### src/hdl/qpu_consts.svh
//////////////////////////////////////////////////
// QPU execution stage constants
// Widths, queue depth, opcode and condition codes
// and the instruction field positions
//////////////////////////////////////////////////
`ifndef QPU_CONSTS_SVH
`define QPU_CONSTS_SVH

`define QPU_INSTR_W       32
`define QPU_TIME_W        16
`define QPU_EVENT_NUM     4
`define QPU_EVENT_DATA_W  8
`define QPU_QUBIT_NUM     4
`define QPU_QIDX_W        2
`define QPU_EVQ_DEPTH     4

`define QPU_OPC_W         4
`define QPU_COND_W        2

// Opcode values
`define QPU_OP_NOP        4'd0
`define QPU_OP_QTIME      4'd1
`define QPU_OP_QEVENT     4'd2
`define QPU_OP_QMEAS      4'd3
`define QPU_OP_QHALT      4'd4

// Event condition values, 3 folds to always
`define QPU_COND_ALWAYS   2'd0
`define QPU_COND_IF_ONE   2'd1
`define QPU_COND_IF_ZERO  2'd2

// Low bit of each instruction field
`define QPU_F_OPC         28
`define QPU_F_MASK        24
`define QPU_F_COND        22
`define QPU_F_QIDX        20
`define QPU_F_TIME        0
`define QPU_F_DATA        0
`define QPU_F_QLIST       0

`endif
### src/hdl/qpu_pkg.sv
//////////////////////////////////////////////////
// QPU execution stage types
// Vector types for the meaningful widths and the
// opcode and condition encodings
//////////////////////////////////////////////////
`include "qpu_consts.svh"

package qpu_pkg;

  typedef logic [`QPU_INSTR_W-1:0]      instr_t;      // Instruction word
  typedef logic [`QPU_TIME_W-1:0]       time_t;       // Timepoint / time base
  typedef logic [`QPU_EVENT_NUM-1:0]    event_mask_t; // One bit per trigger channel
  typedef logic [`QPU_EVENT_DATA_W-1:0] event_data_t; // Event payload
  typedef logic [`QPU_QUBIT_NUM-1:0]    qubit_mask_t; // One bit per qubit
  typedef logic [`QPU_QIDX_W-1:0]       qubit_idx_t;  // Qubit number

  typedef enum logic [`QPU_OPC_W-1:0] {
    OP_NOP    = `QPU_OP_NOP,
    OP_QTIME  = `QPU_OP_QTIME,
    OP_QEVENT = `QPU_OP_QEVENT,
    OP_QMEAS  = `QPU_OP_QMEAS,
    OP_QHALT  = `QPU_OP_QHALT
  } opcode_e;

  // Condition of a QEVENT on a measured qubit
  typedef enum logic [`QPU_COND_W-1:0] {
    COND_ALWAYS  = `QPU_COND_ALWAYS,
    COND_IF_ONE  = `QPU_COND_IF_ONE,
    COND_IF_ZERO = `QPU_COND_IF_ZERO
  } cond_e;

endpackage

### src/hdl/qpu_exu.sv
//////////////////////////////////////////////////
// QPU execution stage
// Decode, dispatch, registers, measurement
// scoreboard and the timed event queue
//////////////////////////////////////////////////
`timescale 1ns/10ps
`include "qpu_consts.svh"

module qpu_exu (
  input  logic                 clk,
  input  logic                 i_reset,
  // Fetch handshake
  input  logic                 i_valid,
  output logic                 o_ready,
  input  qpu_pkg::instr_t      i_instr,
  output logic                 o_halt,
  // Measurement unit
  input  logic                 i_mcu_wen,
  input  qpu_pkg::qubit_mask_t i_mcu_measurement,
  // Trigger side
  input  logic                 i_trigger,
  input  qpu_pkg::time_t       i_trigger_clk,
  output logic                 o_trigger_clk_ena,
  output qpu_pkg::event_mask_t o_trigger_valid,
  output qpu_pkg::event_data_t o_trigger_data,
  output logic                 o_exu_active
);

  logic                 dec_is_time;
  logic                 dec_is_event;
  logic                 dec_is_meas;
  logic                 dec_is_halt;
  qpu_pkg::cond_e       dec_cond;
  qpu_pkg::qubit_idx_t  dec_qubit_idx;
  qpu_pkg::qubit_mask_t dec_qubit_list;
  qpu_pkg::event_mask_t dec_event_mask;
  qpu_pkg::event_data_t dec_event_data;
  qpu_pkg::time_t       dec_timepoint;

  logic                 time_wen;
  logic                 evq_push;
  logic                 meas_set;
  qpu_pkg::time_t       cur_time;
  logic                 qubit_result;
  qpu_pkg::qubit_mask_t outstanding;
  logic                 qubit_busy;
  logic                 list_busy;
  logic                 meas_empty;
  logic                 evq_full;
  logic                 evq_empty;

  //////////////////////////////////////////////////
  // Decode and dispatch
  qpu_exu_decode u_qpu_exu_decode (
    .i_instr      (i_instr       ),
    .o_is_time    (dec_is_time   ),
    .o_is_event   (dec_is_event  ),
    .o_is_meas    (dec_is_meas   ),
    .o_is_halt    (dec_is_halt   ),
    .o_cond       (dec_cond      ),
    .o_qubit_idx  (dec_qubit_idx ),
    .o_qubit_list (dec_qubit_list),
    .o_event_mask (dec_event_mask),
    .o_event_data (dec_event_data),
    .o_timepoint  (dec_timepoint )
  );

  qpu_exu_disp u_qpu_exu_disp (
    .clk            (clk         ),
    .i_reset        (i_reset     ),
    .i_valid        (i_valid     ),
    .o_ready        (o_ready     ),
    .i_is_time      (dec_is_time ),
    .i_is_event     (dec_is_event),
    .i_is_meas      (dec_is_meas ),
    .i_is_halt      (dec_is_halt ),
    .i_cond         (dec_cond    ),
    .i_qubit_result (qubit_result),
    .i_qubit_busy   (qubit_busy  ),
    .i_list_busy    (list_busy   ),
    .i_evq_full     (evq_full    ),
    .o_time_wen     (time_wen    ),
    .o_evq_push     (evq_push    ),
    .o_meas_set     (meas_set    ),
    .o_halt         (o_halt      )
  );

  //////////////////////////////////////////////////
  // State
  qpu_exu_regfile u_qpu_exu_regfile (
    .clk               (clk              ),
    .i_reset           (i_reset          ),
    .i_time_wen        (time_wen         ),
    .i_time_data       (dec_timepoint    ),
    .i_mcu_wen         (i_mcu_wen        ),
    .i_mcu_measurement (i_mcu_measurement),
    .i_outstanding     (outstanding      ),
    .i_qubit_idx       (dec_qubit_idx    ),
    .o_time            (cur_time         ),
    .o_qubit_result    (qubit_result     )
  );

  qpu_exu_meas_track u_qpu_exu_meas_track (
    .clk           (clk           ),
    .i_reset       (i_reset       ),
    .i_meas_set    (meas_set      ),
    .i_qubit_list  (dec_qubit_list),
    .i_mcu_wen     (i_mcu_wen     ),
    .i_qubit_idx   (dec_qubit_idx ),
    .o_outstanding (outstanding   ),
    .o_qubit_busy  (qubit_busy    ),
    .o_list_busy   (list_busy     ),
    .o_empty       (meas_empty    )
  );

  // Entry timepoint is the time register at push
  qpu_exu_event_queue #(
    .DEPTH (`QPU_EVQ_DEPTH)
  ) u_qpu_exu_event_queue (
    .clk               (clk              ),
    .i_reset           (i_reset          ),
    .i_push            (evq_push         ),
    .i_time            (cur_time         ),
    .i_mask            (dec_event_mask   ),
    .i_data            (dec_event_data   ),
    .o_full            (evq_full         ),
    .o_empty           (evq_empty        ),
    .i_trigger         (i_trigger        ),
    .i_trigger_clk     (i_trigger_clk    ),
    .o_trigger_clk_ena (o_trigger_clk_ena),
    .o_trigger_valid   (o_trigger_valid  ),
    .o_trigger_data    (o_trigger_data   )
  );

  assign o_exu_active = ~evq_empty | ~meas_empty | i_valid;

endmodule

### src/hdl/qpu_exu_event_queue.sv
//////////////////////////////////////////////////
// Timed event queue
// FIFO of {timepoint, mask, payload} entries, the
// time base enable and release to the triggers
//////////////////////////////////////////////////
`timescale 1ns/10ps

module qpu_exu_event_queue #(
  parameter int DEPTH = 4
) (
  input  logic                 clk,
  input  logic                 i_reset,
  input  logic                 i_push,
  input  qpu_pkg::time_t       i_time,
  input  qpu_pkg::event_mask_t i_mask,
  input  qpu_pkg::event_data_t i_data,
  output logic                 o_full,
  output logic                 o_empty,
  input  logic                 i_trigger,
  input  qpu_pkg::time_t       i_trigger_clk,
  output logic                 o_trigger_clk_ena,
  output qpu_pkg::event_mask_t o_trigger_valid,
  output qpu_pkg::event_data_t o_trigger_data
);

  localparam int PTR_W = (DEPTH > 1) ? $clog2(DEPTH) : 1;
  localparam int CNT_W = $clog2(DEPTH + 1);

  qpu_pkg::time_t       time_mem [DEPTH];
  qpu_pkg::event_mask_t mask_mem [DEPTH];
  qpu_pkg::event_data_t data_mem [DEPTH];

  logic [PTR_W-1:0] wr_ptr;
  logic [PTR_W-1:0] rd_ptr;
  logic [CNT_W-1:0] count;
  logic             push_ok;
  logic             release_ev;
  logic             clk_ena_q;

  assign o_full  = (count == CNT_W'(DEPTH));
  assign o_empty = (count == '0);
  assign push_ok = i_push & ~o_full;

  //////////////////////////////////////////////////
  // Storage
  always_ff @(posedge clk) begin
    if (push_ok) begin
      time_mem[wr_ptr] <= i_time;
      mask_mem[wr_ptr] <= i_mask;
      data_mem[wr_ptr] <= i_data;
    end
  end

  // Pointers wrap at DEPTH
  always_ff @(posedge clk) begin
    if (i_reset) begin
      wr_ptr <= '0;
      rd_ptr <= '0;
      count  <= '0;
    end else begin
      if (push_ok) begin
        wr_ptr <= (wr_ptr == PTR_W'(DEPTH - 1)) ? '0 : wr_ptr + 1'b1;
      end
      if (release_ev) begin
        rd_ptr <= (rd_ptr == PTR_W'(DEPTH - 1)) ? '0 : rd_ptr + 1'b1;
      end
      case ({push_ok, release_ev})
        2'b10:   count <= count + 1'b1;
        2'b01:   count <= count - 1'b1;
        default: count <= count;         // Idle or push with pop
      endcase
    end
  end

  //////////////////////////////////////////////////
  // Time base enable and release
  //
  // Trigger starts the time base, it stops when the
  // last entry leaves with no new one arriving
  always_ff @(posedge clk) begin
    if (i_reset) begin
      clk_ena_q <= 1'b0;
    end else if (i_trigger) begin
      clk_ena_q <= 1'b1;
    end else if (release_ev && count == CNT_W'(1) && !push_ok) begin
      clk_ena_q <= 1'b0;
    end
  end

  assign release_ev = clk_ena_q & ~o_empty & (i_trigger_clk >= time_mem[rd_ptr]);

  assign o_trigger_clk_ena = clk_ena_q;
  assign o_trigger_valid   = release_ev ? mask_mem[rd_ptr] : '0;  // One entry per cycle
  assign o_trigger_data    = release_ev ? data_mem[rd_ptr] : '0;

endmodule

### src/hdl/qpu_exu_disp.sv
//////////////////////////////////////////////////
// QPU dispatch
// Instruction handshake, stall logic, condition
// resolution, write strobes and the halt state
//////////////////////////////////////////////////
`timescale 1ns/10ps

module qpu_exu_disp (
  input  logic           clk,
  input  logic           i_reset,
  input  logic           i_valid,
  output logic           o_ready,
  input  logic           i_is_time,
  input  logic           i_is_event,
  input  logic           i_is_meas,
  input  logic           i_is_halt,
  input  qpu_pkg::cond_e i_cond,
  input  logic           i_qubit_result,
  input  logic           i_qubit_busy,
  input  logic           i_list_busy,
  input  logic           i_evq_full,
  output logic           o_time_wen,
  output logic           o_evq_push,
  output logic           o_meas_set,
  output logic           o_halt
);

  logic halt_q;
  logic cond_ok;
  logic cond_stall;
  logic meas_stall;
  logic full_stall;
  logic accept;

  // Event condition against the stored result bit
  always_comb begin
    case (i_cond)
      qpu_pkg::COND_IF_ONE:  cond_ok = i_qubit_result;
      qpu_pkg::COND_IF_ZERO: cond_ok = ~i_qubit_result;
      default:               cond_ok = 1'b1;
    endcase
  end

  //////////////////////////////////////////////////
  // Stall conditions
  //
  // A conditional event waits for its qubit, since
  // the stored bit is stale until the result write
  assign cond_stall = i_is_event & (i_cond != qpu_pkg::COND_ALWAYS) & i_qubit_busy;
  assign meas_stall = i_is_meas & i_list_busy;
  assign full_stall = i_is_event & cond_ok & i_evq_full;  // Rejected events bypass the queue

  assign o_ready = ~halt_q & ~cond_stall & ~meas_stall & ~full_stall;
  assign accept  = i_valid & o_ready;

  //////////////////////////////////////////////////
  // Write strobes
  assign o_time_wen = accept & i_is_time;
  assign o_evq_push = accept & i_is_event & cond_ok;
  assign o_meas_set = accept & i_is_meas;

  // Halt holds until reset
  always_ff @(posedge clk) begin
    if (i_reset) begin
      halt_q <= 1'b0;
    end else if (accept & i_is_halt) begin
      halt_q <= 1'b1;
    end
  end

  assign o_halt = halt_q;

endmodule

### src/hdl/qpu_exu_meas_track.sv
//////////////////////////////////////////////////
// Measurement scoreboard
// Tracks qubits waiting for a result and flags
// hazards against the instruction in dispatch
//////////////////////////////////////////////////
`timescale 1ns/10ps

module qpu_exu_meas_track (
  input  logic                 clk,
  input  logic                 i_reset,
  input  logic                 i_meas_set,
  input  qpu_pkg::qubit_mask_t i_qubit_list,
  input  logic                 i_mcu_wen,
  input  qpu_pkg::qubit_idx_t  i_qubit_idx,
  output qpu_pkg::qubit_mask_t o_outstanding,
  output logic                 o_qubit_busy,
  output logic                 o_list_busy,
  output logic                 o_empty
);

  qpu_pkg::qubit_mask_t outstanding_q;
  qpu_pkg::qubit_mask_t kept;

  // A result write retires everything in flight
  assign kept = i_mcu_wen ? '0 : outstanding_q;

  // New QMEAS bits win over a retire at the same edge
  always_ff @(posedge clk) begin
    if (i_reset) begin
      outstanding_q <= '0;
    end else if (i_meas_set) begin
      outstanding_q <= kept | i_qubit_list;
    end else begin
      outstanding_q <= kept;
    end
  end

  //////////////////////////////////////////////////
  // Hazard matches
  assign o_qubit_busy  = outstanding_q[i_qubit_idx];        // Conditional event
  assign o_list_busy   = |(outstanding_q & i_qubit_list);   // Overlapping QMEAS
  assign o_empty       = ~|outstanding_q;
  assign o_outstanding = outstanding_q;

endmodule

### src/hdl/qpu_exu_regfile.sv
//////////////////////////////////////////////////
// QPU execution stage register file
// Current timepoint and measurement result bits
//////////////////////////////////////////////////
`timescale 1ns/10ps

module qpu_exu_regfile (
  input  logic                 clk,
  input  logic                 i_reset,
  input  logic                 i_time_wen,
  input  qpu_pkg::time_t       i_time_data,
  input  logic                 i_mcu_wen,
  input  qpu_pkg::qubit_mask_t i_mcu_measurement,
  input  qpu_pkg::qubit_mask_t i_outstanding,
  input  qpu_pkg::qubit_idx_t  i_qubit_idx,
  output qpu_pkg::time_t       o_time,
  output logic                 o_qubit_result
);

  qpu_pkg::time_t       time_q;
  qpu_pkg::qubit_mask_t result_q;

  // Absolute timepoint set by QTIME
  always_ff @(posedge clk) begin
    if (i_reset) begin
      time_q <= '0;
    end else if (i_time_wen) begin
      time_q <= i_time_data;
    end
  end

  //////////////////////////////////////////////////
  // Measurement results
  //
  // Only qubits outstanding before the write take a
  // new bit, all others keep the old result
  always_ff @(posedge clk) begin
    if (i_reset) begin
      result_q <= '0;
    end else if (i_mcu_wen) begin
      result_q <= (result_q & ~i_outstanding) |
                  (i_mcu_measurement & i_outstanding);
    end
  end

  assign o_time         = time_q;
  assign o_qubit_result = result_q[i_qubit_idx];  // Operand of a conditional event

endmodule

### src/hdl/qpu_exu_decode.sv
//////////////////////////////////////////////////
// QPU execution stage decoder
// Splits the instruction word into its fields and
// flags the instruction kind, purely combinational
//////////////////////////////////////////////////
`timescale 1ns/10ps
`include "qpu_consts.svh"

module qpu_exu_decode (
  input  qpu_pkg::instr_t      i_instr,
  output logic                 o_is_time,
  output logic                 o_is_event,
  output logic                 o_is_meas,
  output logic                 o_is_halt,
  output qpu_pkg::cond_e       o_cond,
  output qpu_pkg::qubit_idx_t  o_qubit_idx,
  output qpu_pkg::qubit_mask_t o_qubit_list,
  output qpu_pkg::event_mask_t o_event_mask,
  output qpu_pkg::event_data_t o_event_data,
  output qpu_pkg::time_t       o_timepoint
);

  qpu_pkg::opcode_e opcode;

  // Unknown opcodes fold to NOP
  always_comb begin
    case (i_instr[`QPU_F_OPC +: `QPU_OPC_W])
      qpu_pkg::OP_QTIME:  opcode = qpu_pkg::OP_QTIME;
      qpu_pkg::OP_QEVENT: opcode = qpu_pkg::OP_QEVENT;
      qpu_pkg::OP_QMEAS:  opcode = qpu_pkg::OP_QMEAS;
      qpu_pkg::OP_QHALT:  opcode = qpu_pkg::OP_QHALT;
      default:            opcode = qpu_pkg::OP_NOP;
    endcase
  end

  // Code 3 is not defined, treat as unconditional
  always_comb begin
    case (i_instr[`QPU_F_COND +: `QPU_COND_W])
      qpu_pkg::COND_IF_ONE:  o_cond = qpu_pkg::COND_IF_ONE;
      qpu_pkg::COND_IF_ZERO: o_cond = qpu_pkg::COND_IF_ZERO;
      default:               o_cond = qpu_pkg::COND_ALWAYS;
    endcase
  end

  assign o_is_time  = (opcode == qpu_pkg::OP_QTIME);
  assign o_is_event = (opcode == qpu_pkg::OP_QEVENT);
  assign o_is_meas  = (opcode == qpu_pkg::OP_QMEAS);
  assign o_is_halt  = (opcode == qpu_pkg::OP_QHALT);

  //////////////////////////////////////////////////
  // Operand fields, overlapping by design
  assign o_qubit_idx  = i_instr[`QPU_F_QIDX +: `QPU_QIDX_W];
  assign o_qubit_list = i_instr[`QPU_F_QLIST +: `QPU_QUBIT_NUM];  // QMEAS only
  assign o_event_mask = i_instr[`QPU_F_MASK +: `QPU_EVENT_NUM];
  assign o_event_data = i_instr[`QPU_F_DATA +: `QPU_EVENT_DATA_W];
  assign o_timepoint  = i_instr[`QPU_F_TIME +: `QPU_TIME_W];       // QTIME only

endmodule

### config.mk
export PLATFORM = sky130hd
export DESIGN_NAME = qpu_exu
export DESIGN_NICKNAME = d
export VERILOG_FILES = /design/src/hdl/qpu_pkg.sv /design/src/hdl/qpu_exu.sv /design/src/hdl/qpu_exu_event_queue.sv /design/src/hdl/qpu_exu_disp.sv /design/src/hdl/qpu_exu_meas_track.sv /design/src/hdl/qpu_exu_regfile.sv /design/src/hdl/qpu_exu_decode.sv
export VERILOG_INCLUDE_DIRS = /design/src /design/src/hdl
export SDC_FILE = /design/constraint.sdc
export NUM_CORES = 1
export LEC_CHECK = 0
export ABC_AREA = 1
export BUFFER_PORTS_ARGS = -buffer_cell sky130_fd_sc_hd__buf_2
export CORE_MARGIN = 4
export CORE_UTILIZATION = 39
export CTS_CLUSTER_DIAMETER = 100
export DETAILED_ROUTE_END_ITERATION = 16
export PLACE_DENSITY = 0.57
export SYNTH_ARGS = -nofsm -noshare
export SYNTH_HDL_FRONTEND = slang
export SYNTH_SLANG_ARGS = --single-unit
### constraint.sdc
create_clock -name clk -period 3.5 [get_ports clk]
set_clock_uncertainty 0.05 [all_clocks]
set_input_delay 0.35 -clock clk [delete_from_list [all_inputs] [get_ports clk]]
set_output_delay 0.35 -clock clk [all_outputs]
set_load 0.05 [all_outputs]
Word-level counts from Yosys, hierarchy flattened. Memory sizes are Yosys's and may differ from the RTL's. A register that Yosys moved wholly into a read port is not among the register bits. Cells that the tools add are included. Widths: inputs -> output; s select.

Reductions and logical operators: 9. Add/subtract/negate cells: 4. Equal/unequal tests: 18. Magnitude comparators: 2. Muxes and demuxes: 24. Bitwise gates (word level): 32.

Operators with widths (number): $and 1x1->1 (17); $ge 16x16->1 (1); $mux 2 (8); $and 4x4->4 (3); $mux 4 (3); $pmux 3 s4 (1); $eq 2x2->1 const B (5); $eq 4x2->1 const B (2); $mux 8 (1); $or 4x4->4 (2); $reduce_or 4->1 (2); $not 1->1 (7); $eq 2x1->1 const B (3); $eq 3x1->1 const B (2); $eq 3x2->1 const B (2); $eq 3x3->1 const B (2); $mux 1 (6); $pmux 3 s2 (1); $reduce_bool 2->1 (3); $add 2x1->2 const B (2); $bmux 1 s2 (2); $eq 4x1->1 const B (1); $eq 4x3->1 const B (1); $not 4->4 (1); 9 further kinds (11).

Logic and storage cells: 100. Bits in writable memories: 112. Register bits: 33. Memories kept: 3. Input port bits: 57. Output and inout bits: 16.

Memories: u_qpu_exu_event_queue.time_mem (depth 4, bits a word 16, read ports 1, clocked after Yosys merged registers in 1, write ports 1, line qpu_exu_event_queue.sv:29) `qpu_pkg::time_t time_mem [DEPTH];`; u_qpu_exu_event_queue.data_mem (depth 4, bits a word 8, read ports 1, clocked after Yosys merged registers in 1, write ports 1, line qpu_exu_event_queue.sv:31) `qpu_pkg::event_data_t data_mem [DEPTH];`; u_qpu_exu_event_queue.mask_mem (depth 4, bits a word 4, read ports 1, clocked after Yosys merged registers in 1, write ports 1, line qpu_exu_event_queue.sv:30) `qpu_pkg::event_mask_t mask_mem [DEPTH];`.

Longest topological paths before layout.
Depth in word-level cells: 17. Depth in mapped cells: 23. Gate-level depth less buffers: 21.

Hierarchy. A second synthesis with hierarchy kept.

Cells, all modules: 647. Area, all modules: 6706.4 µm².

Modules (own cells, without submodules): qpu_exu_event_queue (cells each 421, instances 1, area an instance 5205.0 µm²); qpu_exu_regfile (cells each 107, instances 1, area an instance 762.0 µm²); qpu_exu_decode (cells each 52, instances 1, area an instance 322.8 µm²); qpu_exu_meas_track (cells each 37, instances 1, area an instance 215.2 µm²); qpu_exu_disp (cells each 28, instances 1, area an instance 187.7 µm²); qpu_exu (cells each 2, instances 1, area an instance 13.8 µm²).

Worst setup path after synthesis. No wires, ideal clock.

Path kind: reg-to-output. From: register (tool-made name). To: output o_trigger_data[0]. Path slack: -0.317 ns. Arrival time: 3.417 ns. Cell stages (with the launch flop): 13. Data required time: 3.100 ns. Cells stage by stage: dfxtp_1 > clkbuf_1 > buf_1 > a21oi_1 > a32o_1 > ha_1 > nand2_1 > nor3_1 > nand3_1 > nand3_1 > nand2_1 > clkbuf_1 > a221oi_1.

RTL lines: to (decl) (line qpu_exu.sv:25) `output qpu_pkg::event_data_t o_trigger_data,`.

==> impl_metrics.toml <==
[clock_tree]
postCtsHoldBufs = 0
path_clk_slew_ps = 60
clk_path_buf_depth = 2
cts_tree = "yes"
clock_latency_ps = 430
numCtsBuffers = 17
cts_max_level = 4
cts_root_buf = "clkbuf_16"
cts.sinks = 147

[placement]
gp_congestion = 0.803
place_area_sq_um = 6970
pre_cts_ws_ps = 203
hpwlAfterDp_microns = 8750
port_buffers = 68

[worst_setup_path]
crit_path_end_kind = "primary output"
critical_path_arrival_ps = 2940
critPathKind = "reg2out"
path_max_fanout = 9
crit_required_ps = 3100
start_kind = "flip-flop"

[global_route]
antenna_found_initial = 0
grt_overflow = 0
grt_pass1_vias = 4557
grt_pass1_wl_microns = 23500
grt_max_degree = 34
grt_usage_pct = 16.7

[routing]
routed_wl_microns = 14800
firstDrtPassIters = 4
post_drt_wl_per_cell_microns = 16.9
avgViaCountPerCell = 5.10
drc_errors = 0
drt_iter0_drc = 247
num_vias = 4461
postRouteAntennaNets = 0

[yosys]
post_synth.cell_area_avg_sq_um = 11.2
syn_nets = 651
ys_seq_area_share_pct = 64.2
synth_compound_area_share_pct = 11.5
synth_simple_gate_area_share_pct = 14.4
synth_top_family_by_area = "simple AND/OR/NAND/NOR gates"
synth-xor-area-share_pct = 0.138
muxShareOfSynthArea_pct = 0
synth_fa_ha_area_share_pct = 5.53
synthCells = 566
syn_area_sq_um = 6330
ys_seq_elements = 147
yosysWarnings = 0
synth_cell_type_count = 35

[floorplan]
dieWidth_microns = 135
rows = 46
start_util_pct = 39.9
num_io_pins = 73
chipHeight_microns = 135
die-area_sq_um = 18300
coreArea_sq_um = 15900

[finish]
multi_input_area_sq_um = 2190
n_fill_cell = 1385
num_antenna_cells = 0
seqCellArea_sq_um = 4070
fin_nets = 731
areaGrowthSynthToFinish_pct = 26.3
final_common_cell = "nand2_1"
mostFrequentLayoutCells = "nand2_1 (135), edfxtp_1 (112), a21oi_1 (73), buf_2 (56)"
drive_gt1_share_pct = 23.8
postLayoutCellArea_sq_um = 8000

[timing]
drv_slew = 0
setup_ws_ps = 158
max_freq_mhz = 299
finalHoldViolations = 0
period_share_pct = 95.5
timing.final.crit_period_ps = 3340
slew_headroom_pct = 58.9
setup-violations-final = 0
worst_pin_slew_ps = 616

[power_and_ir_drop]
power_mw = 3.97
powerDensity_nw_per_um2 = 496
ir_drop_v = 0.000331
leakagePower_nw = 3.14

[job]
cap_violations = 0

[run_status]
status = "finished clean"

[min_path]
holdCritPathClass = "in2reg"
## cells in the mapped netlist (all sizes together)
master	instances	area (sq um)
nand2	139	534
edfxtp	112	3360
a21oi	76	392
inv	37	141
dfxtp	35	701
nand3	31	175
nor2	31	124
ha	28	350
clkbuf	17	63.8
a32o	15	150
a221oi	12	105
o21ai	10	50.1
buf	8	61.3
nand4	4	31.3
nor3	2	10.0
nor4	2	27.5
a21boi	1	7.51
a21o	1	7.51
clkinv	1	3.75
nand3b	1	11.3
o211a	1	10.0
o22ai	1	6.26
xor2	1	8.76
## kinds of logic (layout without fill, tap and decap cells)
family          after synthesis  in the layout
simple gates                210            210
buf+inv                      63            156
flops                       147            147
fa+ha+maj                    28             28
compound gates              117            117
xor+xnor                      1              1
## routing by layer
layer,global-route usage [%],vias up,routed length (microns)
met3,4.05,18,734
met5,0,-,0
met4,7.33,0,254
met1,21.1,2151,6520
met2,27.4,113,7310
li1,-,2179,-
## through the flow
stage | TNS [ps] | instances | hold slack, ps | utilization (%)
finish | 0 | 875 | 94.0 | 50.4
global route | -65.6 | 875 | 91.6 | 50.4
CTS | 0 | 871 | 74.5 | 48.8
detailed placement | 0 | 837 | 404 | 43.9
global placement | 0 | 837 | 398 | 43.9
floorplan | -3410 | 566 | 389 | -
## report_power, final
group | total, mW | internal, mW | leakage (nW) | switching [mW]
Sequential | 1.88 | 1.87 | 1.37 | 0.00616
Clock | 1.95 | 1.26 | 0.304 | 0.692
Combinational | 0.143 | 0.0523 | 1.47 | 0.0911
## sequential cells by signal, indices dropped and copies added, names as in the netlist, named ones only
register	cells
u_qpu_exu_event_queue.count	3
u_qpu_exu_event_queue.mask_mem	16
u_qpu_exu_event_queue.wr_ptr	2
u_qpu_exu_regfile.o_time	16
u_qpu_exu_event_queue.data_mem	32
u_qpu_exu_disp.o_halt	1
u_qpu_exu_event_queue.time_mem	64
u_qpu_exu_event_queue.rd_ptr	2
u_qpu_exu_event_queue.o_trigger_clk_ena	1
u_qpu_exu_meas_track.o_outstanding	4
## critical path, cell delays in order (launching register included)
cell	delay [ps]
dfxtp_4	390
clkinv_4	110
buf_12	140
buf_4	110
nand2_1	40
a32o_1	230
ha_1	300
nand2_1	70
inv_1	50
nand2_1	40
nand2_1	50
nand2_1	40
nand2_1	50
nand2_1	50
nand3_2	100
nand2_2	100
buf_12	180
a221oi_2	230
buf_6	200
## final cells by class
type,instances,share of cell area (%)
inverter,38,1.88
sequential,147,50.8
clock inverter,15,2.67
multi-input combinational,356,27.4
clock buffer,17,5.32
tap,216,3.38
timing repair buffer,86,8.57
## worst paths after layout
check	from	end	slack, ps	depth (start not counted)
max	flip-flop	o_trigger_data[0]	160	18
min	i_instr[24]	u_qpu_exu_event_queue.mask_mem[3][0]	90	1
max reg2reg	flip-flop	u_qpu_exu_event_queue.count[2]	250	22
min reg2reg	flip-flop	flip-flop	410	2
## repair_timing
action,4_1_cts,5_1_grt
pin swaps,0,4
gates cloned,2,3
resized for setup,18,37
setup buffers,0,1
setup endpoints to repair,12,13
(Power assumes the default switching activity.)
